<file path="src/rob_config.svh">
/*
 Reorder buffer configuration
 Depth, index and datapath widths shared by the package and the RTL
 */

`ifndef ROB_CONFIG_SVH
`define ROB_CONFIG_SVH

// Index width of the buffer
`define ROB_AW 3
`define ROB_DEPTH (1 << `ROB_AW)

`define PC_W 32
`define DATA_W 32
`define PRF_AW 6

`endif
</file>
<file path="src/rob_pkg.sv">
/*
 Reorder buffer types
 Entry written at allocation, writeback payload and the record presented at commit
 */

`include "rob_config.svh"

package rob_pkg;

   // Written at allocation
   typedef struct packed {
      logic [`PC_W-1:0]   pc;
      logic [`PRF_AW-1:0] prd;
      logic               prd_we;
   } entry_t;

   // Out of order writeback payload
   typedef struct packed {
      logic [`ROB_AW-1:0] rob_id;
      logic               exc;
      logic [`DATA_W-1:0] result;
   } wb_t;

   // Head record seen by the commit unit
   typedef struct packed {
      logic [`PC_W-1:0]   pc;
      logic [`PRF_AW-1:0] prd;
      logic               prd_we;
      logic [`DATA_W-1:0] result;
      logic               exc;
   } commit_t;

endpackage

</file>
<file path="src/rob_commit_if.sv">
/*
 Commit interface
 Valid/ready path carrying the head entry from the buffer to the commit unit
 */

interface rob_commit_if;

   logic              valid;
   logic              ready;
   rob_pkg::commit_t  head;

   modport buffer (
      output valid,
      output head,
      input  ready
   );

   modport consumer (
      input  valid,
      input  head,
      output ready
   );

endinterface

</file>
<file path="src/rob_dispatch_if.sv">
/*
 Dispatch interface
 Valid/ready allocation path from the dispatch stage into the buffer
 */

interface rob_dispatch_if;

   logic             valid;
   logic             ready;
   rob_pkg::entry_t  entry;

   modport producer (
      output valid,
      output entry,
      input  ready
   );

   modport buffer (
      input  valid,
      input  entry,
      output ready
   );

endinterface

</file>
<file path="src/rob_top.sv">
/*
 Reorder buffer subsystem top
 Joins the dispatch stage, the buffer and the commit unit behind plain ports
 */

`include "rob_config.svh"

module rob_top
(
   input  logic                clk,
   input  logic                reset,
   // Dispatch input
   input  logic                in_valid,
   output logic                in_ready,
   input  logic [`PC_W-1:0]    in_pc,
   input  logic [`PRF_AW-1:0]  in_prd,
   input  logic                in_prd_we,
   // Allocation
   output logic                alloc_valid,
   output logic [`ROB_AW-1:0]  alloc_id,
   // Writeback
   input  logic                wb_valid,
   input  logic [`ROB_AW-1:0]  wb_id,
   input  logic                wb_exc,
   input  logic [`DATA_W-1:0]  wb_result,
   // Commit
   output logic                cmt_valid,
   input  logic                cmt_ready,
   output logic [`PC_W-1:0]    cmt_pc,
   output logic [`PRF_AW-1:0]  cmt_prd,
   output logic                cmt_prd_we,
   output logic [`DATA_W-1:0]  cmt_result,
   output logic                cmt_exc,
   output logic                flush
);

   rob_dispatch_if u_disp_if ();
   rob_commit_if   u_cmt_if ();

   dispatch_stage u_dispatch (
      .clk       (clk),
      .reset     (reset),
      .flush     (flush),
      .in_valid  (in_valid),
      .in_ready  (in_ready),
      .in_pc     (in_pc),
      .in_prd    (in_prd),
      .in_prd_we (in_prd_we),
      .disp      (u_disp_if.producer)
   );

   rob_buffer u_buffer (
      .clk         (clk),
      .reset       (reset),
      .flush       (flush),
      .disp        (u_disp_if.buffer),
      .alloc_valid (alloc_valid),
      .alloc_id    (alloc_id),
      .wb_valid    (wb_valid),
      .wb_id       (wb_id),
      .wb_exc      (wb_exc),
      .wb_result   (wb_result),
      .cmt         (u_cmt_if.buffer)
   );

   commit_unit u_commit (
      .clk        (clk),
      .reset      (reset),
      .cmt        (u_cmt_if.consumer),
      .cmt_valid  (cmt_valid),
      .cmt_ready  (cmt_ready),
      .cmt_pc     (cmt_pc),
      .cmt_prd    (cmt_prd),
      .cmt_prd_we (cmt_prd_we),
      .cmt_result (cmt_result),
      .cmt_exc    (cmt_exc),
      .flush      (flush)
   );

endmodule

</file>
<file path="src/commit_unit.sv">
/*
 Commit unit
 Retires the buffer head in order through an output register and pulses
 flush when the retired instruction raised an exception
 */

`include "rob_config.svh"

module commit_unit
(
   input  logic                clk,
   input  logic                reset,
   rob_commit_if.consumer      cmt,
   output logic                cmt_valid,
   input  logic                cmt_ready,
   output logic [`PC_W-1:0]    cmt_pc,
   output logic [`PRF_AW-1:0]  cmt_prd,
   output logic                cmt_prd_we,
   output logic [`DATA_W-1:0]  cmt_result,
   output logic                cmt_exc,
   output logic                flush
);

   logic              valid_q;
   logic              flush_q;
   rob_pkg::commit_t  data_q;
   logic              pop;

   // Hold off popping while a flush is in progress
   assign cmt.ready = (~valid_q | cmt_ready) & ~flush_q;
   assign pop       = cmt.valid & cmt.ready;

   always_ff @(posedge clk)
   begin
      if (reset)
      begin
         valid_q <= 1'b0;
         flush_q <= 1'b0;
      end
      else
      begin
         flush_q <= pop & cmt.head.exc;
         if (pop)
         begin
            valid_q <= 1'b1;
         end
         else if (cmt_ready)
         begin
            valid_q <= 1'b0;
         end
      end
   end

   always_ff @(posedge clk)
   begin
      if (pop)
      begin
         data_q <= cmt.head;
      end
   end

   assign cmt_valid  = valid_q;
   assign cmt_pc     = data_q.pc;
   assign cmt_prd    = data_q.prd;
   assign cmt_prd_we = data_q.prd_we;
   assign cmt_result = data_q.result;
   assign cmt_exc    = data_q.exc;
   assign flush      = flush_q;

endmodule

</file>
<file path="src/rob_buffer.sv">
/*
 Reorder buffer
 Circular store allocated in order, with done and exception tags set by
 out of order writeback and the head presented to the commit unit
 */

`include "rob_config.svh"

module rob_buffer
(
   input  logic                clk,
   input  logic                reset,
   input  logic                flush,
   rob_dispatch_if.buffer      disp,
   output logic                alloc_valid,
   output logic [`ROB_AW-1:0]  alloc_id,
   input  logic                wb_valid,
   input  logic [`ROB_AW-1:0]  wb_id,
   input  logic                wb_exc,
   input  logic [`DATA_W-1:0]  wb_result,
   rob_commit_if.buffer        cmt
);

   logic [`ROB_AW-1:0]    head_q;
   logic [`ROB_AW-1:0]    tail_q;
   logic [`ROB_AW:0]      count_q;
   logic [`ROB_DEPTH-1:0] done_q;
   logic [`ROB_DEPTH-1:0] exc_q;

   rob_pkg::entry_t       entry_mem  [`ROB_DEPTH];
   logic [`DATA_W-1:0]    result_mem [`ROB_DEPTH];

   rob_pkg::wb_t          wb;
   rob_pkg::entry_t       head_entry;
   logic                  full;
   logic                  empty;
   logic                  push;
   logic                  pop;

   assign wb = '{rob_id: wb_id, exc: wb_exc, result: wb_result};

   // Depth is a power of two, so the count MSB marks full
   assign full  = count_q[`ROB_AW];
   assign empty = (count_q == '0);

   // No allocation in the flush cycle
   assign disp.ready = ~full & ~flush;
   assign push       = disp.valid & disp.ready;
   assign pop        = cmt.valid & cmt.ready;

   assign alloc_valid = push;
   assign alloc_id    = tail_q;

   // Pointers and occupancy
   always_ff @(posedge clk)
   begin
      if (reset | flush)
      begin
         head_q  <= '0;
         tail_q  <= '0;
         count_q <= '0;
      end
      else
      begin
         if (push)
         begin
            tail_q <= tail_q + 1'b1;
         end
         if (pop)
         begin
            head_q <= head_q + 1'b1;
         end
         case ({push, pop})
            2'b10:   count_q <= count_q + 1'b1;
            2'b01:   count_q <= count_q - 1'b1;
            default: count_q <= count_q;
         endcase
      end
   end

   // Tags clear on allocation and set on writeback
   always_ff @(posedge clk)
   begin
      if (reset | flush)
      begin
         done_q <= '0;
      end
      else
      begin
         if (push)
         begin
            done_q[tail_q] <= 1'b0;
            exc_q[tail_q]  <= 1'b0;
         end
         if (wb_valid)
         begin
            done_q[wb.rob_id] <= 1'b1;
            exc_q[wb.rob_id]  <= wb.exc;
         end
      end
   end

   always_ff @(posedge clk)
   begin
      if (push)
      begin
         entry_mem[tail_q] <= disp.entry;
      end
      if (wb_valid)
      begin
         result_mem[wb.rob_id] <= wb.result;
      end
   end

   // Head record
   assign head_entry = entry_mem[head_q];
   assign cmt.valid  = ~empty & done_q[head_q];
   assign cmt.head   = '{pc:     head_entry.pc,
                         prd:    head_entry.prd,
                         prd_we: head_entry.prd_we,
                         result: result_mem[head_q],
                         exc:    exc_q[head_q]};

endmodule

</file>
<file path="src/dispatch_stage.sv">
/*
 Dispatch stage
 Registers one decoded instruction and offers it to the reorder buffer,
 decoupling the decoder from the buffer full condition
 */

`include "rob_config.svh"

module dispatch_stage
(
   input  logic                clk,
   input  logic                reset,
   input  logic                flush,
   input  logic                in_valid,
   output logic                in_ready,
   input  logic [`PC_W-1:0]    in_pc,
   input  logic [`PRF_AW-1:0]  in_prd,
   input  logic                in_prd_we,
   rob_dispatch_if.producer    disp
);

   logic             valid_q;
   rob_pkg::entry_t  entry_q;
   logic             accept;
   logic             xfer;

   assign xfer = disp.valid & disp.ready;

   // Room when empty or draining on this edge, never while flushing
   assign in_ready = (~valid_q | disp.ready) & ~flush;
   assign accept   = in_valid & in_ready;

   always_ff @(posedge clk)
   begin
      if (reset)
      begin
         valid_q <= 1'b0;
      end
      else if (flush)
      begin
         valid_q <= 1'b0;
      end
      else if (accept)
      begin
         valid_q <= 1'b1;
      end
      else if (xfer)
      begin
         valid_q <= 1'b0;
      end
   end

   always_ff @(posedge clk)
   begin
      if (accept)
      begin
         entry_q <= '{pc: in_pc, prd: in_prd, prd_we: in_prd_we};
      end
   end

   assign disp.valid = valid_q;
   assign disp.entry = entry_q;

endmodule

</file>
<file path="config.mk">
export PLATFORM = sky130hd
export DESIGN_NAME = rob_top
export DESIGN_NICKNAME = d
export VERILOG_FILES = /design/src/rob_pkg.sv /design/src/rob_commit_if.sv /design/src/rob_dispatch_if.sv /design/src/rob_top.sv /design/src/commit_unit.sv /design/src/rob_buffer.sv /design/src/dispatch_stage.sv
export VERILOG_INCLUDE_DIRS = /design/src
export SDC_FILE = /design/constraint.sdc
export NUM_CORES = 1
export LEC_CHECK = 0
export ABC_AREA = 1
export BUFFER_PORTS_ARGS = -buffer_cell sky130_fd_sc_hd__buf_2
export CAP_MARGIN = 40
export CELL_PAD_IN_SITES_DETAIL_PLACEMENT = 1
export CELL_PAD_IN_SITES_GLOBAL_PLACEMENT = 2
export CORE_MARGIN = 2
export CORE_UTILIZATION = 30
export DETAILED_ROUTE_END_ITERATION = 8
export GPL_ROUTABILITY_DRIVEN = 1
export PLACE_DENSITY = 0.57
export SKIP_LAST_GASP = 1
export SYNTH_ARGS = -nofsm -noshare
export SYNTH_HDL_FRONTEND = slang
export SYNTH_SLANG_ARGS = --single-unit
</file>
<file path="constraint.sdc">
create_clock -name clk -period 4.9 [get_ports clk]
set_clock_uncertainty 0.1 [all_clocks]
set_input_delay 0.49 -clock clk [delete_from_list [all_inputs] [get_ports clk]]
set_output_delay 0.49 -clock clk [all_outputs]
set_load 0.05 [all_outputs]
</file>
==> impl_metrics.yaml, run 1 <==
power_and_ir_drop:
  cellPowerDensity_mw_per_mm2: 424
  total_power_mw: 13.5
  total_leakage_power_nw: 11.0
  ir_drop_uv: 273
sta:
  slew_violations: 0
  fin_setup_tns_ns: 0
  period_share: 0.619
  finalCriticalPeriod_ns: 3.04
  tightest_slew_ns: 1.09
  rsz0062_at_grt: "false"
  relSlewSlack: 0.276
  hold_viol: 0
  setup_viol: 0
  clock.fmax_mhz: 329
logic_synthesis:
  yosysUniqueCellTypes: 24
  synth_top_area_frac: 0.774
  synth_fp_nets: 2029
  syn_area_mm2: 0.0266
  synth_top_area_cell: "edfxtp_1"
  ys_warn_count: 0
  ys_seq_area_frac: 0.790
  ys_ff_latch: 708
  syn_avg_cell_area_um2: 13.7
  syn_inst: 1944
  synth.top_cells.by_area: "edfxtp_1 (77%), o21ai_0 (4.6%), nor2_1 (4.5%)"
setup_path:
  crit_chain: "inv_8, nand2_1, nand3_1, nand2_1, nand2_2, nand3_4, inv_4, buf_12, ha_1, inv_1, nand3_1, nand2_1, nand2_1, nor2_1"
  worstPathRequired_ns: 5.34
  path_common_cell: "nand2_1"
  arrival_ns: 3.48
  timing.rr.end: "u_buffer.count_q[3]$_SDFFE_PP0P_"
  cp.buffers_inverters: 4
  r2r_slack_ns: 1.86
  critPathTopFamily: "buffers and inverters"
  cp_slowest_cell: "dfxtp_4"
  rr_startpoint: "u_buffer.head_q[0]$_SDFFE_PP0P_"
  path_max_fanout: 73
  critPathCaptureType: "register"
  worstSetupStartpointType: "register"
  r2r_cells: 14
  slowest_delay_ns: 0.51
  path_class: "register to register"
floorplan:
  ioPinCount: 159
  core_area_mm2: 0.0882
  chipHeight_um: 302
  dieArea_mm2: 0.0912
  fp-row-count: 109
  die_x_um: 302
  start_util: 0.302
final_layout:
  nFillCells: 9176
  fin_area_mm2: 0.0317
  nets: 2227
  diodes: 0
  drive_gt1_frac: 0.152
  area_growth_pct: 19.1
placement:
  hpwl_um: 39000
  port_buffers: 158
  place_area_mm2: 0.0288
  gp_congestion: 0.716
min_path:
  min_path_cells: 1
  hp-class: "input port to register"
  hold_start: "in_pc[20]"
  min_to: "u_dispatch.disp.entry[27]$_DFFE_PP_"
status:
  status: "completed"
global_route:
  overflow: 0
  track_usage: 0.162
  grt_pass1_vias: 17000
  grt_pass1_wl_um: 109000
  antenna_found_initial: 13
  grt_max_degree: 223
detailed_routing:
  drt_iter0_markers: 859
  wl_um: 73600
  vias: 16200
  final_antenna_net_count: 0
  drc_errors: 0
  routed_via_density: 4.81
  drtPass1Iterations: 5
  wl_per_cell_um: 21.9
clock_tree:
  clock_path_buffers: 3
  cts.htree.levels: 3
  cts_buffers: 78
  cts_sinks: 708
  clk_latency_ns: 0.62
  cts_resized: 0
  root_buffer: "clkbuf_16"
  cts.clk_slew.worst_paths_ns: 0.06
  cts_tree: "done"
  cts_setup_buffers: 0
flow_run:
  drv_cap: 0
-- cell families (layout without fill, tap and decap cells) --
family | after synthesis | after routing | share of synthesized area
buffers and inverters | 155 | 414 | 0.0254
AO/OA/AOI/OAI | 467 | 467 | 0.0945
XOR/XNOR | 2 | 2 | 0.000657
adder cells (fa/ha/maj) | 5 | 5 | 0.00235
flip-flops | 708 | 708 | 0.790
AND/OR/NAND/NOR | 607 | 607 | 0.0872
-- cell usage after synthesis, drive strengths merged --
cell type / n
o21ai: 303
buf: 61
o211ai: 1
clkbuf: 52
nor2: 317
a21oi: 20
nand4: 2
xor2: 1
nand3: 17
xnor2: 1
o22ai: 143
or2: 1
edfxtp: 687
ha: 5
inv: 42
nand2: 270
dfxtp: 21
-- how the worst max path moves through the flow --
stage | startpoint | endpoint | slack [ns] | cells after the start
after CTS | u_buffer.head_q[0]$_SDFFE_PP0P_ | u_buffer.count_q[3]$_SDFFE_PP0P_ | 1.80 | 14
after floorplan | u_commit.cmt_valid$_SDFFE_PP0P_ | u_buffer.count_q[2]$_SDFFE_PP0P_ | 1.05 | 14
final | u_buffer.head_q[0]$_SDFFE_PP0P_ | u_buffer.count_q[3]$_SDFFE_PP0P_ | 1.86 | 14
after global routing | u_buffer.head_q[0]$_SDFFE_PP0P_ | u_buffer.count_q[2]$_SDFFE_PP0P_ | 1.54 | 16
after detailed placement | u_buffer.head_q[0]$_SDFFE_PP0P_ | u_buffer.count_q[3]$_SDFFE_PP0P_ | 1.82 | 13
after global placement | u_buffer.head_q[0]$_SDFFE_PP0P_ | u_commit.cmt_pc[18]$_DFFE_PP_ | 1.84 | 6
-- where the power goes --
group          internal [mW]  switching, mW  leakage, nW
registers               6.84         0.0956         6.43
clock network           3.43           2.38         1.24
logic                  0.213          0.512         3.35
-- stage by stage --
stage | instances | hold slack (ns) | utilization | setup WS, ns
2_1_floorplan | 1944 | 0.340 | - | 1.05
3_3_place_gp | 3180 | 0.357 | 0.325 | 1.84
3_5_place_dp | 3188 | 0.357 | 0.327 | 1.82
4_1_cts | 3368 | 0.00355 | 0.360 | 1.80
5_1_grt | 3368 | 0.00140 | 0.360 | 1.54
6_report | 3368 | 0.0291 | 0.360 | 1.86
-- cells in the final DEF (no fill, tap or decap) --
master         Yosys  final
nand2_2            2      2
inv_4              0      3
nor2_4             0      3
clkbuf_1          52     15
or2_0              1      1
clkinv_1           0     13
clkbuf_8           0      1
a21oi_1           20     20
clkinv_8           0      1
nand3_4            1      1
bufinv_16          0      8
ha_1               5      5
edfxtp_1         687    687
o21ai_0          244    244
inv_6              0      3
xor2_1             1      1
inv_1             37     22
clkinv_2           0     18
dfxtp_1           21     18
o22ai_1          143    143
inv_2              5     16
dlygate4sd3_1      0     39
o211ai_1           1      1
inv_8              0      1
o21ai_1           59     59
buf_16             0      1
buf_4              7     22
nor2_1           317    314
clkinvlp_4         0      2
nand2_1          268    268
buf_2             42    158
nand4_1            2      2
xnor2_1            1      1
buf_12             0     11
clkbuf_16          0     80
dfxtp_4            0      3
nand3_1           16     16
-- sequential cells by signal (all words and copies together), names as in the netlist --
| name | count |
|---|---|
| u_commit.cmt_valid | 1 |
| u_dispatch.disp.valid | 1 |
| u_buffer.exc_q | 8 |
| u_buffer.done_q | 8 |
| u_commit.cmt_prd_we | 1 |
| u_commit.cmt_pc | 32 |
| u_commit.cmt_result | 32 |
| u_dispatch.disp.entry | 39 |
| u_buffer.entry_mem | 312 |
| u_buffer.alloc_id | 3 |
| u_buffer.result_mem | 256 |
| u_commit.cmt_prd | 6 |
| u_buffer.count_q | 4 |
| u_commit.flush | 1 |
| u_commit.cmt_exc | 1 |
| u_buffer.head_q | 3 |
-- layout make-up --
class / instances / area [µm²] / share of cell area
clock buffer: 96 / 2070 / 0.0653
clock inverter: 45 / 437 / 0.0138
inverter: 42 / 173 / 0.00544
multi-input combinational: 1081 / 4950 / 0.156
sequential: 708 / 21100 / 0.664
tap: 1165 / 1460 / 0.0459
timing repair buffer: 231 / 1590 / 0.0502
-- worst register-to-register path, delay by kind of cell, from the launching register on --
kind / cells / cell delay [ns]
and+or+nand+nor: 9 / 0.86
DFF: 1 / 0.51
adders and majority gates: 1 / 0.39
buffers and inverters: 4 / 1.11
-- timing repair --
action                     in CTS  in global routing
setup endpoints to repair       0                  0
hold endpoints to repair       39                  0
hold buffers                   39                  0
-- routing by layer --
| layer | global-route usage | wire (µm) |
|---|---|---|
| met4 | 0.0492 | 1870 |
| met5 | 0 | 81 |
| met2 | 0.279 | 36100 |
| met3 | 0.0281 | 2770 |
| met1 | 0.208 | 32800 |
Note: power is estimated with default switching activity, not from simulation.
==> inputs of run 2 (changes only) <==
- ABC_AREA: 1 -> 0
- PLACE_DENSITY: 0.57 -> 0.52
- clock period: 4.9 -> 2.9 ns (I/O delays scaled with it)
==> run 2 against run 1 <==
Against the previous run:
- final cell count is 22% lower
- clock power grew 61%
- die area is 0.19% lower
- worst hold slack better by 0.0058 ns
- via count fell by 25%
- global-route usage is 2.5 points lower
- final area increased by 1.8%
- critical path type unchanged
- largest power group unchanged
==> impl_metrics.yaml, run 2 <==
setup_path:
  crit_end: "u_buffer.count_q[2]$_SDFFE_PP0P_"
  arrival_ns: 3.18
  critPathCaptureType: "register"
  worstSetupStartpointType: "register"
  timing.rr.end: "u_buffer.count_q[2]$_SDFFE_PP0P_"
  rr_startpoint: "u_buffer.head_q[0]$_SDFFE_PP0P_"
  path_class: "register to register"
  path_max_fanout: 7
  worstPathRequired_ns: 3.34
  critPathLaunch: "u_buffer.head_q[0]$_SDFFE_PP0P_"
  r2r_slack_ns: 0.17
  r2r_cells: 10
sta:
  rsz0062_at_grt: "false"
  tightest_slew_ns: 0.945
  period_share: 0.943
  hold_viol: 0
  clock.fmax_mhz: 366
  relSlewSlack: 0.370
  slew_violations: 0
  whs_ns: 0.0349
  finalCriticalPeriod_ns: 2.73
  setup_viol: 0
final_layout:
  final_common_cell: "edfxtp_1"
  multiInputGateArea_mm2: 0.00532
  largest_reg_flops: 312
  diodes: 0
  nFillCells: 8569
  regMostFlops: "u_buffer.entry_mem"
  register_area_mm2: 0.0211
  nets: 1502
  area_growth_pct: 21.5
  layout_common_cells: "edfxtp_1 (687), buf_2 (158), mux4_1 (106), clkbuf_16 (82), dlygate4sd3_1 (76)"
  fin_area_mm2: 0.0323
  drive_gt1_frac: 0.298
logic_synthesis:
  synth_compound_area_frac: 0.00715
  synth_top_family_by_area: "multiplexers"
  synth_most_common_cell: "edfxtp_1"
  synth_top_area_frac: 0.776
  syn_area_mm2: 0.0266
  synthXorXnorAreaFrac: 0.00165
  ys_ff_latch: 708
  ys_warn_count: 0
  syn_inst: 1108
  synth_fp_nets: 1193
  synth_edf_count: 687
  ys_seq_area_frac: 0.791
  synth_top_area_cell: "edfxtp_1"
  synth-simple-area-share: 0.0146
  yosys_most_used_dff: "edfxtp_1"
  yosysUniqueCellTypes: 38
  async_flop_share: 0
  synth_mux_area_frac: 0.170
  synth.top_cells.by_area: "edfxtp_1 (78%), mux4_1 (10%), mux4_2 (3.3%)"
  syn_avg_cell_area_um2: 24.0
  synthAdderAreaFrac: 0.00235
  synthTopCellsByCount: "edfxtp_1 (687), mux4_1 (106), mux2_2 (72)"
global_route:
  overflow: 0
  grt_pass1_wl_um: 90400
  grt_max_degree: 115
  track_usage: 0.136
  grt_pass1_vias: 13500
  antenna_found_initial: 2
power_and_ir_drop:
  cellPowerDensity_mw_per_mm2: 668
  ir_drop_uv: 363
  total_power_mw: 21.6
  total_leakage_power_nw: 10.5
clock_tree:
  cts.clk_slew.worst_paths_ns: 0.06
  root_buffer: "clkbuf_16"
  clock_path_buffers: 3
  clk_latency_ns: 0.61
  cts_sinks: 708
  cts_tree: "done"
  cts.htree.levels: 3
  cts_buffers: 80
placement:
  hpwl_um: 32300
  gp_congestion: 0.682
  port_buffers: 158
  place_area_mm2: 0.0292
floorplan:
  fp-row-count: 109
  core_area_mm2: 0.0881
  ioPinCount: 159
  die_x_um: 302
  dieArea_mm2: 0.0911
  chipHeight_um: 302
  start_util: 0.302
status:
  status: "completed"
flow_run:
  drv_cap: 0
detailed_routing:
  drt_iter0_markers: 661
  drtPass1Iterations: 4
  wl_um: 61400
  vias: 12100
  drc_errors: 0
  wl_per_cell_um: 23.3
  final_antenna_net_count: 0
  routed_via_density: 4.59
min_path:
  hp-class: "input port to register"
## run 2: routing by layer
metal / up-vias / track usage / part of all wire
li1: 5368 / - / -
met1: 6459 / 0.172 / 0.43
met2: 210 / 0.240 / 0.51
met3: 90 / 0.0262 / 0.036
met4: 2 / 0.0368 / 0.022
met5: - / 0 / 0.00026
## run 2: worst max-delay path, stage by stage, from the launching register on
cell and delay, ns:
dfxtp_4 0.39, mux4_2 0.56, o2111ai_4 0.26, clkinvlp_4 0.20, ha_4 0.21, xor2_1 0.14
ha_2 0.19, a21oi_2 0.04, xor2_1 0.16, or3_1 0.30, a21oi_1 0.12
## run 2: worst min-delay path by stage
stage,from,endpoint,slack [ns],cells after the start
floorplan,reset,u_commit.cmt_valid$_SDFFE_PP0P_,0.26,1
global placement,in_pc[30],u_dispatch.disp.entry[37]$_DFFE_PP_,0.37,1
detailed placement,in_pc[21],u_dispatch.disp.entry[28]$_DFFE_PP_,0.37,1
CTS,wb_id[0],u_buffer.done_q[7]$_SDFF_PP0_,0.01,3
global route,wb_id[0],u_buffer.done_q[7]$_SDFF_PP0_,0.06,3
finish,wb_id[0],u_buffer.done_q[7]$_SDFF_PP0_,0.03,3
## run 2: repair_timing
| item | in CTS | in global routing |
|---|---|---|
| gates resized for setup | 0 | 0 |
| hold endpoints to repair | 308 | 0 |
| hold buffers | 76 | 0 |
| setup buffers | 0 | 0 |
## run 2: power by group
group | switching (mW) | internal [mW] | total, mW
sequential | 0.110 | 11.5 | 11.6
combinational | 0.355 | 0.290 | 0.644
clock | 4.03 | 5.35 | 9.37
## run 2: cell type report
type,instances,area share
clock buffers,95,0.0650
multi-input cells,344,0.164
clock inverters,45,0.00960
inverters,11,0.00139
flip-flops and latches,708,0.652
well taps,1165,0.0451
repair buffers,272,0.0630
## run 2: cells by family (layout without fill, tap and decap cells)
| family | after synthesis | count (layout) |
|---|---|---|
| AOI/OAI and AO/OA | 34 | 34 |
| adders and majority gates | 5 | 5 |
| and+or+nand+nor | 78 | 78 |
| DFF | 708 | 708 |
| buffers and inverters | 56 | 423 |
| xor gates and xnor gates | 5 | 5 |
| muxes | 222 | 222 |
## run 2: per-stage QoR
stage	setup TNS, ns	cells	worst slack, ns	utilization
2_1_floorplan	-5.42	1108	-0.944	-
3_3_place_gp	0	2424	0.156	0.331
3_5_place_dp	0	2424	0.176	0.331
4_1_cts	0	2640	0.164	0.367
5_1_grt	0	2640	0.0160	0.367
6_report	0	2640	0.166	0.367
==> inputs of run 3 (changes only) <==
- CORE_ASPECT_RATIO: not set -> 1.25
- SETUP_SLACK_MARGIN: not set -> 0.3
==> run 3 against run 2 <==
Against the previous run:
- sequential power barely moved
- via count rose by 0.30%
- wire length fell by 0.13%
- sequential share of layout area fell by 0.062 points
- critical endpoint unchanged
- worst setup slack improved by 0.14 ns
- final area rose by 0.11%
- utilization barely moved
- highest routed layer unchanged
==> impl_metrics.yaml, run 3 (same netlist as run 2, synthesis figures left out) <==
status:
  status: "completed"
floorplan:
  start_util: 0.301
  ioPinCount: 159
  core_area_mm2: 0.0882
  fp-row-count: 122
  die_x_um: 270
  chipHeight_um: 337
  dieArea_mm2: 0.0911
final_layout:
  final_common_cell: "edfxtp_1"
  area_growth_pct: 21.7
  fin_area_mm2: 0.0324
  fin_util: 0.367
  nets: 1500
  drive_gt1_frac: 0.303
  regMostFlops: "u_buffer.entry_mem"
  layout_common_cells: "edfxtp_1 (687), buf_2 (158), mux4_1 (106), clkbuf_16 (78), dlygate4sd3_1 (75)"
  largest_reg_flops: 312
clock_tree:
  cts.htree.levels: 3
  clock_path_buffers: 3
  cts_sinks: 708
  cts_tree: "done"
  clk_latency_ns: 0.62
  cts.clk_slew.worst_paths_ns: 0.06
  root_buffer: "clkbuf_16"
  cts_buffers: 78
sta:
  tightest_slew_ns: 0.903
  hold_viol: 0
  setup_viol: 0
  clock.fmax_mhz: 386
  whs_ns: 0.0299
  rsz0062_at_grt: "true"
  fin_setup_tns_ns: 0
  finalCriticalPeriod_ns: 2.59
  relSlewSlack: 0.398
  period_share: 0.893
  slew_violations: 0
placement:
  port_buffers: 158
  hpwl_um: 33200
  place_area_mm2: 0.0291
  gp_congestion: 0.670
detailed_routing:
  routed_via_density: 4.58
  wl_um: 61300
  wl_per_cell_um: 23.1
  drt_iter0_markers: 650
  drtPass1Iterations: 4
  vias: 12200
  drc_errors: 0
  final_antenna_net_count: 0
setup_path:
  path_max_fanout: 2
  path_class: "register to register"
  worstPathRequired_ns: 3.35
  critPathCaptureType: "register"
  worstSetupStartpointType: "register"
  arrival_ns: 3.04
global_route:
  grt_max_degree: 136
  grt_pass1_wl_um: 90900
  track_usage: 0.136
  overflow: 0
  antenna_found_initial: 4
  grt_pass1_vias: 13700
power_and_ir_drop:
  cellPowerDensity_mw_per_mm2: 669
  ir_drop_uv: 344
  total_leakage_power_nw: 10.4
min_path:
  hp-class: "input port to register"
flow_run:
  drv_cap: 0
run 3: changes by cell type in the layout (fill, tap and decap cells not counted), sizes merged:
cell / change
clkinvlp: +2
clkinv: -3
bufinv: +3
dlygate4sd3: -1
inv: -2
buf: +1
diode: +1
clkbuf: +2
run 3: power breakdown:
| group | internal, mW | leakage [nW] | switching [mW] |
|---|---|---|---|
| clock network | 5.43 | 1.17 | 4.01 |
| logic | 0.288 | 2.84 | 0.358 |
| registers | 11.5 | 6.43 | 0.108 |
run 3: area by class of cell:
| class | count | area [µm²] |
|---|---|---|
| Tap cell | 1178 | 1470 |
| Timing Repair Buffer | 272 | 2010 |
| Inverter | 11 | 52.6 |
| Antenna cell | 1 | 2.50 |
| Multi-Input combinational cell | 344 | 5330 |
| Fill cell | 8622 | 55900 |
| Clock inverter | 45 | 407 |
| Sequential cell | 708 | 21100 |
| Clock buffer | 97 | 2020 |
run 3: layer usage:
layer  global-route usage  up-vias  share of wire
met3               0.0246       90          0.038
li1                     -     5361              -
met5                    0        -        0.00038
met4               0.0391        4          0.020
met1                0.166     6482           0.42
met2                0.246      228           0.52
run 3: timing repair:
action / in CTS / in global routing
hold buffers: 75 / 0
hold endpoints to repair: 307 / 0
setup buffers: 3 / 0
pin swaps: 2 / 0
setup endpoints to repair: 2 / 2
resized for setup: 1 / 5
cloned: 0 / 0
run 3: final timing paths:
path	startpoint	cells past startpoint	slack [ns]	end
setup / recovery	u_buffer.head_q[0]$_SDFFE_PP0P_	10	0.31	u_buffer.count_q[2]$_SDFFE_PP0P_
hold / removal	wb_valid	3	0.03	u_buffer.done_q[7]$_SDFF_PP0_
setup reg to reg	u_buffer.head_q[0]$_SDFFE_PP0P_	10	0.31	u_buffer.count_q[2]$_SDFFE_PP0P_
hold reg to reg	u_buffer.done_q[6]$_SDFF_PP0_	2	0.39	u_buffer.done_q[6]$_SDFF_PP0_
run 3: worst max-delay path, cell delays in order (launching register included):
cell        delay (ns)
dfxtp_4           0.36
mux4_2            0.55
o2111ai_4         0.24
clkinvlp_4        0.16
ha_4              0.18
xor2_1            0.14
ha_2              0.19
a21oi_2           0.03
xor2_1            0.15
or3_1             0.31
a21oi_1           0.12
run 3: stage by stage:
step / power [mW] / cells / setup WS [ns]
floorplan: 12.1 / 1108 / -0.944
global placement: 12.3 / 2435 / 0.133
detailed placement: 12.4 / 2435 / 0.138
CTS: 22.0 / 2655 / 0.275
global route: 22.4 / 2656 / 0.192
finish: 21.7 / 2656 / 0.309
